<file path="config.mk">
export PLATFORM = sky130hd
export DESIGN_NAME = dma_copy_top
export DESIGN_NICKNAME = d
export VERILOG_FILES = /design/src/hdl/dma_pkg.sv /design/src/hdl/dma_sync_fifo.sv /design/src/hdl/dma_read_fsm.sv /design/src/hdl/dma_write_fsm.sv /design/src/hdl/dma_copy_top.sv
export VERILOG_INCLUDE_DIRS = /design/src /design/src/hdl
export SDC_FILE = /design/constraint.sdc
export NUM_CORES = 1
export LEC_CHECK = 0
export BUFFER_PORTS_ARGS = -buffer_cell sky130_fd_sc_hd__buf_2
export CORE_ASPECT_RATIO = 0.7
export CORE_MARGIN = 2
export CORE_UTILIZATION = 53
export CTS_BUF_LIST = sky130_fd_sc_hd__clkbuf_16
export DETAILED_ROUTE_END_ITERATION = 12
export PLACE_DENSITY = 0.77
export SLEW_MARGIN = 20
export SYNTH_ARGS = -nofsm -noshare
export SYNTH_HDL_FRONTEND = slang
export SYNTH_SLANG_ARGS = --single-unit
</file>
<file path="constraint.sdc">
create_clock -name clk -period 7.9 [get_ports clk]
set_input_delay 0.395 -clock clk [delete_from_list [all_inputs] [get_ports clk]]
set_output_delay 0.395 -clock clk [all_outputs]
set_load 0.05 [all_outputs]
</file>
<file path="src/hdl/dma_defines.svh">
// Width and depth macros for the DMA copy engine.
`ifndef DMA_DEFINES_SVH
`define DMA_DEFINES_SVH

`define DMA_ADDR_W 32      // byte address width.
`define DMA_DATA_W 64      // one data beat, a full word.
`define DMA_LEN_W 8        // burst length in beats, zero encodes 256.
`define DMA_TAG_W 4        // descriptor tag width.

`define DMA_DESC_DEPTH 4   // descriptor queue entries.
`define DMA_DATA_DEPTH 8   // data beats buffered between the two sequencers.

`endif

</file>
<file path="src/hdl/dma_pkg.sv">
// Types for the DMA copy engine: descriptor, memory channel payloads,
// completion and status records, and the sequencer state enums.
`default_nettype none

`include "dma_defines.svh"

package dma_pkg;

   typedef struct packed {
      logic [`DMA_ADDR_W-1:0] src_addr;
      logic [`DMA_ADDR_W-1:0] dst_addr;
      logic [`DMA_LEN_W-1:0]  length;    // beats, zero means 256.
      logic [`DMA_TAG_W-1:0]  tag;
   } t_dma_descriptor;

   typedef struct packed {
      logic [`DMA_ADDR_W-1:0] addr;
      logic [`DMA_LEN_W-1:0]  len;       // beats minus one.
   } t_mem_ar;

   typedef struct packed {
      logic [`DMA_DATA_W-1:0] data;
      logic                   last;
   } t_mem_r;

   typedef struct packed {
      logic [`DMA_ADDR_W-1:0] addr;
      logic [`DMA_LEN_W-1:0]  len;
   } t_mem_aw;

   typedef struct packed {
      logic [`DMA_DATA_W-1:0] data;
      logic                   last;
   } t_mem_w;

   typedef struct packed {
      logic [`DMA_TAG_W-1:0] tag;
   } t_dma_done;

   typedef struct packed {
      logic       busy;
      logic [7:0] completed;
   } t_dma_status;

   typedef enum logic [1:0] {
      RD_IDLE,
      RD_ADDR_SETUP,
      RD_COPY_TO_FIFO,
      RD_WAIT_FOR_WR
   } t_rd_state;

   typedef enum logic [1:0] {
      WR_IDLE,
      WR_ADDR_SETUP,
      WR_COPY_FROM_FIFO,
      WR_WAIT_FOR_RESP
   } t_wr_state;

endpackage

`default_nettype wire

</file>
<file path="src/hdl/dma_sync_fifo.sv">
// Synchronous circular-buffer FIFO with a combinational head output.
`timescale 1ns/100ps
`default_nettype none

module dma_sync_fifo #(
   parameter int WIDTH = 64,
   parameter int DEPTH = 8
)(
   input  wire logic             clk,
   input  wire logic             reset_n,
   input  wire logic             push,
   input  wire logic [WIDTH-1:0] push_data,
   output logic                  full,
   input  wire logic             pop,
   output logic      [WIDTH-1:0] pop_data,
   output logic                  not_empty
);

   localparam int PTR_W = (DEPTH > 1) ? $clog2(DEPTH) : 1;
   localparam int CNT_W = $clog2(DEPTH + 1);

   logic [WIDTH-1:0] mem [DEPTH];
   logic [PTR_W-1:0] wr_ptr;
   logic [PTR_W-1:0] rd_ptr;
   logic [CNT_W-1:0] count;
   logic             do_push;
   logic             do_pop;

   assign full      = (count == CNT_W'(DEPTH));
   assign not_empty = (count != '0);
   assign pop_data  = mem[rd_ptr];

   assign do_push = push && !full;       // a push into a full FIFO is dropped.
   assign do_pop  = pop && not_empty;

   always_ff @(posedge clk) begin
      if (do_push) mem[wr_ptr] <= push_data;
   end

   always_ff @(posedge clk) begin
      if (!reset_n) begin
         wr_ptr <= '0;
         rd_ptr <= '0;
         count  <= '0;
      end else begin
         if (do_push) wr_ptr <= (wr_ptr == PTR_W'(DEPTH - 1)) ? '0 : wr_ptr + 1'b1;
         if (do_pop)  rd_ptr <= (rd_ptr == PTR_W'(DEPTH - 1)) ? '0 : rd_ptr + 1'b1;
         if (do_push && !do_pop)      count <= count + 1'b1;
         else if (do_pop && !do_push) count <= count - 1'b1;
      end
   end

endmodule

`default_nettype wire

</file>
<file path="src/hdl/dma_read_fsm.sv">
// Read sequencer: source burst read into the data FIFO, and release of the
// descriptor once the write side has completed.
`timescale 1ns/100ps
`default_nettype none

`include "dma_defines.svh"

module dma_read_fsm
   import dma_pkg::*;
(
   input  wire logic                  clk,
   input  wire logic                  reset_n,
   input  wire t_dma_descriptor       desc_head,
   input  wire logic                  desc_not_empty,
   output logic                       desc_pop,
   output logic                       ar_valid,
   input  wire logic                  ar_ready,
   output t_mem_ar                    ar,
   input  wire logic                  r_valid,
   output logic                       r_ready,
   input  wire t_mem_r                r,
   input  wire logic                  fifo_full,
   output logic                       fifo_push,
   output logic [`DMA_DATA_W-1:0]     fifo_data,
   input  wire logic                  wr_done,
   output logic                       rd_started,
   output logic                       busy
);

   t_rd_state state;
   t_rd_state next;

   always_ff @(posedge clk) begin
      if (!reset_n) state <= RD_IDLE;
      else          state <= next;
   end

   always_comb begin
      next = state;
      unique case (state)
         RD_IDLE: begin
            if (desc_not_empty) next = RD_ADDR_SETUP;
         end
         RD_ADDR_SETUP: begin
            if (ar_ready) next = RD_COPY_TO_FIFO;
         end
         RD_COPY_TO_FIFO: begin
            if (r_valid && r_ready && r.last) next = RD_WAIT_FOR_WR;
         end
         RD_WAIT_FOR_WR: begin
            if (wr_done) next = RD_IDLE;
         end
         default: next = RD_IDLE;
      endcase
   end

   // the head stays in the queue until the pop, so ar is stable while valid.
   assign ar_valid = (state == RD_ADDR_SETUP);
   assign ar.addr  = desc_head.src_addr;
   assign ar.len   = desc_head.length - 1'b1;

   assign rd_started = ar_valid && ar_ready;   // kicks off the write sequencer.

   // beats are only accepted while the data FIFO has room.
   assign r_ready   = (state == RD_COPY_TO_FIFO) && !fifo_full;
   assign fifo_push = r_valid && r_ready;
   assign fifo_data = r.data;

   assign desc_pop = (state == RD_WAIT_FOR_WR) && wr_done;
   assign busy     = (state != RD_IDLE);

endmodule

`default_nettype wire

</file>
<file path="src/hdl/dma_write_fsm.sv">
// Write sequencer: destination burst write from the data FIFO, completion
// record and completed count.
`timescale 1ns/100ps
`default_nettype none

`include "dma_defines.svh"

module dma_write_fsm
   import dma_pkg::*;
(
   input  wire logic                  clk,
   input  wire logic                  reset_n,
   input  wire t_dma_descriptor       desc_head,
   input  wire logic                  rd_started,
   input  wire logic [`DMA_DATA_W-1:0] fifo_data,
   input  wire logic                  fifo_not_empty,
   output logic                       fifo_pop,
   output logic                       aw_valid,
   input  wire logic                  aw_ready,
   output t_mem_aw                    aw,
   output logic                       w_valid,
   input  wire logic                  w_ready,
   output t_mem_w                     w,
   input  wire logic                  b_valid,
   output logic                       b_ready,
   output logic                       done_valid,
   output t_dma_done                  done,
   output logic                       wr_done,
   output logic [7:0]                 completed
);

   t_wr_state              state;
   t_wr_state              next;
   logic [`DMA_LEN_W-1:0]  beat_cnt;
   logic                   w_fire;
   logic                   b_fire;

   assign w_fire = w_valid && w_ready;
   assign b_fire = b_valid && b_ready;

   always_ff @(posedge clk) begin
      if (!reset_n) state <= WR_IDLE;
      else          state <= next;
   end

   always_comb begin
      next = state;
      unique case (state)
         WR_IDLE: begin
            if (rd_started) next = WR_ADDR_SETUP;
         end
         WR_ADDR_SETUP: begin
            if (aw_ready) next = WR_COPY_FROM_FIFO;
         end
         WR_COPY_FROM_FIFO: begin
            if (w_fire && w.last) next = WR_WAIT_FOR_RESP;
         end
         WR_WAIT_FOR_RESP: begin
            if (b_valid) next = WR_IDLE;
         end
         default: next = WR_IDLE;
      endcase
   end

   assign aw_valid = (state == WR_ADDR_SETUP);
   assign aw.addr  = desc_head.dst_addr;
   assign aw.len   = desc_head.length - 1'b1;

   // the FIFO head is the write data; it pops as each beat is accepted.
   assign w_valid  = (state == WR_COPY_FROM_FIFO) && fifo_not_empty;
   assign w.data   = fifo_data;
   assign w.last   = (beat_cnt == desc_head.length - 1'b1);
   assign fifo_pop = w_fire;

   assign b_ready = (state == WR_WAIT_FOR_RESP);

   always_ff @(posedge clk) begin
      if (!reset_n) begin
         beat_cnt   <= '0;
         done_valid <= 1'b0;
         completed  <= '0;
      end else begin
         if (state == WR_ADDR_SETUP) beat_cnt <= '0;
         else if (w_fire)            beat_cnt <= beat_cnt + 1'b1;
         done_valid <= b_fire;                   // one pulse per response.
         if (b_fire) completed <= completed + 1'b1;
      end
   end

   always_ff @(posedge clk) begin
      if (b_fire) done.tag <= desc_head.tag;
   end

   // The read side releases the descriptor on the same cycle as the pulse.
   assign wr_done = done_valid;

endmodule

`default_nettype wire

</file>
<file path="src/hdl/dma_copy_top.sv">
// DMA copy engine top level: descriptor queue, data FIFO and the two sequencers.
`timescale 1ns/100ps
`default_nettype none

`include "dma_defines.svh"

module dma_copy_top
   import dma_pkg::*;
(
   input  wire logic            clk,
   input  wire logic            reset_n,
   input  wire logic            desc_valid,
   output logic                 desc_ready,
   input  wire t_dma_descriptor desc,
   output logic                 ar_valid,
   input  wire logic            ar_ready,
   output t_mem_ar              ar,
   input  wire logic            r_valid,
   output logic                 r_ready,
   input  wire t_mem_r          r,
   output logic                 aw_valid,
   input  wire logic            aw_ready,
   output t_mem_aw              aw,
   output logic                 w_valid,
   input  wire logic            w_ready,
   output t_mem_w               w,
   input  wire logic            b_valid,
   output logic                 b_ready,
   output logic                 done_valid,
   output t_dma_done            done,
   output t_dma_status          status
);

   t_dma_descriptor        desc_head;
   logic                   desc_full;
   logic                   desc_not_empty;
   logic                   desc_pop;
   logic                   data_push;
   logic [`DMA_DATA_W-1:0] data_push_data;
   logic                   data_full;
   logic                   data_pop;
   logic [`DMA_DATA_W-1:0] data_pop_data;
   logic                   data_not_empty;
   logic                   rd_started;
   logic                   wr_done;
   logic                   rd_busy;
   logic [7:0]             completed;

   assign desc_ready = !desc_full;

   dma_sync_fifo #(.WIDTH($bits(t_dma_descriptor)), .DEPTH(`DMA_DESC_DEPTH)) i_desc_fifo (
      .clk, .reset_n,
      .push(desc_valid && desc_ready), .push_data(desc), .full(desc_full),
      .pop(desc_pop), .pop_data(desc_head), .not_empty(desc_not_empty)
   );

   dma_sync_fifo #(.WIDTH(`DMA_DATA_W), .DEPTH(`DMA_DATA_DEPTH)) i_data_fifo (
      .clk, .reset_n,
      .push(data_push), .push_data(data_push_data), .full(data_full),
      .pop(data_pop), .pop_data(data_pop_data), .not_empty(data_not_empty)
   );

   dma_read_fsm i_read_fsm (
      .clk, .reset_n, .desc_head, .desc_not_empty, .desc_pop,
      .ar_valid, .ar_ready, .ar, .r_valid, .r_ready, .r,
      .fifo_full(data_full), .fifo_push(data_push), .fifo_data(data_push_data),
      .wr_done, .rd_started, .busy(rd_busy)
   );

   dma_write_fsm i_write_fsm (
      .clk, .reset_n, .desc_head, .rd_started,
      .fifo_data(data_pop_data), .fifo_not_empty(data_not_empty), .fifo_pop(data_pop),
      .aw_valid, .aw_ready, .aw, .w_valid, .w_ready, .w, .b_valid, .b_ready,
      .done_valid, .done, .wr_done, .completed
   );

   assign status.busy      = rd_busy;   // the read side spans the whole copy.
   assign status.completed = completed;

endmodule

`default_nettype wire

</file>
==> run metrics <==
Vias/cell=5.68; startpoint types=flip-flop; required time of the critical path=7.51 ns; layout cells sized above 1=a little under two fifths; Core Footprint=between 0.06 and 0.07 sq mm; top cells by area, synth=edfxtp_1 (74%), mux4_2 (14%), dfxtp_1 (2.6%); Placement Rows=76; leakage=12.8 nW; EDFF count, synth=820; post-synthesis async set-or-reset flop share=0%; Final ANT Viol Nets=0; largest net degree at the start of global routing=68; Max-Cap Viols=0; Logic pwr share=around 11%; CP max-delay cell=dfxtp_4; root buffer cell=clkbuf_16; All-Layer GR Usage=a little over a fifth; CP endpoint kind=primary output; Crit path max-delay family=simple AND/OR/NAND/NOR gates; Resize count post-CTS=0; area of placed instances=0.0353 sq mm; CTS Buf Count=80; Sw Pwr=~2.4 mW; DP HPWL=between 30 and 40 mm; Top FF cell, synth=edfxtp_1; dominant cell type by area after synthesis=edfxtp_1; Ys Warns=0; outcome=finished, final reports clean; fill count=between 4000 and 5000; max incr delay on CP=around 0.74 ns; most numerous cell in the Yosys netlist=edfxtp_1; synth cell count leaders=edfxtp_1 (820), mux4_2 (204), buf_4 (73), mux2_2 (64), dfxtp_1 (43); Post-Synthesis Cells=1500; final non-filler cell total=2770; CP cell instances=mux4_2 -> or3_4 -> or3_1 -> xor2_1 -> a211oi_2 -> nor3b_1 -> buf_2; WHS=0.0415 ns; global-route wire length before repair=approximately 100 mm; internal power=between 7 and 8 mW; IO Port Bufs=between 300 and 400; Die Y=214 um; post-synth top area share=around three quarters; switching part of the total=24.3%; HP Class=in -> reg; minimum clock period=between 4 and 5 ns; critical path buffer and inverter count=1; initial core utilization=between 50% and 60%; Synth cell types=46; Area Overhead vs Synth=16.8%; crit path kind=reg -> out; Final Max Slew Viols=0; part of the Yosys area used for sequential elements=roughly 77%; initial antenna violation count=4; Clock Path Buffers=3; Die ar.=0.0648 sq mm; Die W=~300 um; clk sinks=~860; VDD IR max=approximately 0.19 mV; number of I/O pins=314; vias=15700; Worst-Skew Late Latency=between 0.6 and 0.7 ns; crit share post-route=between 50% and 60%; Sequential Power Share=between 50 and 60%; routed wire length=around 66 mm; mean post-synth cell area=roughly 22 sq um; flip-flop and latch count after synthesis=around 860; RSZ-0062 raised after global routing=no; DRC=0; Final GP Congestion=slightly below 0.8; skew final=0.0246 ns; Pwr per Cell Area=around 260 mW/mm^2; Placed Cells=between 2000 and 3000; postcts setup bufs=0; Syn Nets=approximately 1700; Clk pwr share=between 30% and 40%; Finish-stage setup viols=0; # hold bufs at CTS=97; DRT Pass-1 Iters=4; Nets=slightly above 2000; fmax=between 200 and 250 MHz; CTS tree=built; TNS Setup=0 ns; slew margin rel.=between 30% and 40%; DR WL/cell=24.0 um; Crit path arrival time=between 3 and 4 ns; Worst Tran Pin Value=1.04 ns; clock-pin slew on the worst setup and hold paths=about 0.070 ns; GRT Residual Overflow=0; Power Total=10.0 mW; critical path peak fanout=32; vias in the first global route=16700; Final Cell Area=0.0388 sq mm; CTS HTree Levels=3; Mapped Area=between 0.03 and 0.04 sq mm; final-report hold violation count=0; drt first-iter violations=around 1300; R2R setup slack=approximately 4.5 ns
## path summary, 6_finish.rpt
kind / from / endpoint / depth (start not counted)
max: flip-flop / w[0] / 7
min: r[25] / i_data_fifo.mem[2][24] / 1
max reg2reg: i_read_fsm.state[0] / i_data_fifo.mem[3][5] / 8
min reg2reg: i_write_fsm.state[1] / i_write_fsm.state[1] / 2
## sequential cells by signal, summed over array words and instances (netlist names), named ones only
signal	count
i_read_fsm.state	2
i_data_fifo.wr_ptr	3
i_desc_fifo.count	3
i_write_fsm.beat_cnt	8
i_write_fsm.state	2
i_desc_fifo.wr_ptr	2
i_data_fifo.mem	512
i_desc_fifo.rd_ptr	2
i_write_fsm.completed	8
i_data_fifo.count	4
i_write_fsm.done_valid	1
i_data_fifo.rd_ptr	3
i_desc_fifo.mem	304
i_write_fsm.done	4
## kinds of logic after synthesis
logic type      count (synthesis)  share of synthesized area (%)
flops                         863                           76.7
mux                           274                           16.2
simple gates                  117                           1.84
compound gates                 34                          0.727
buf+inv                       154                           2.59
fa+ha+maj                      28                           1.10
xor+xnor                       30                          0.881
## layout by cell type (no fill, tap or decap), types with 5 or more instances in the layout
master,n
a21oi_1,11
clkbuf_16,82
nand2_1,28
edfxtp_1,820
clkinv_1,22
buf_4,22
nand3_1,7
dfxtp_1,38
inv_1,37
nor3_1,7
o21ai_0,5
buf_2,313
dlygate4sd3_1,97
mux2_2,64
dfxtp_4,5
ha_1,26
xnor2_1,19
mux2i_1,6
or3_1,6
and2_1,12
clkinv_2,12
xor2_1,9
a21boi_0,7
nor2b_1,10
mux4_2,204
nor2_1,15
bufinv_16,5
## layer usage
layer	global-route usage (%)	part of all wire, %
met2	34.6	51
met1	28.5	42
met5	0	0.017
met3	3.82	4.8
met4	6.34	2.3
## power by group through the flow
stage	logic (mW)	registers, mW	clock network (mW)
2_1_floorplan	0.799	5.34	0
3_3_place_gp	1.02	5.32	0
3_5_place_dp	1.04	5.34	0
4_1_cts	1.09	5.24	3.78
5_1_grt	1.15	5.26	3.96
6_report	1.08	5.24	3.70
## stage by stage
step | worst slack, ns | utilization [%]
floorplan | 0.381 | -
global placement | 4.31 | 57.2
CTS | 3.57 | 62.9
global route | 3.44 | 62.9
detailed placement | 4.26 | 57.2
finish | 3.68 | 62.9
## final cells by class
class	instances	area, sq um	share of cell area, %
flip-flops and latches	863	25500	65.7
multi-input cells	483	6960	17.9
repair buffers	433	2710	6.99
clock buffers	82	2050	5.29
well taps	819	1020	2.64
clock inverters	66	474	1.22
inverters	21	78.8	0.203
diodes	3	7.51	0.0193
No activity file was read; power rests on OpenSTA's default activity.
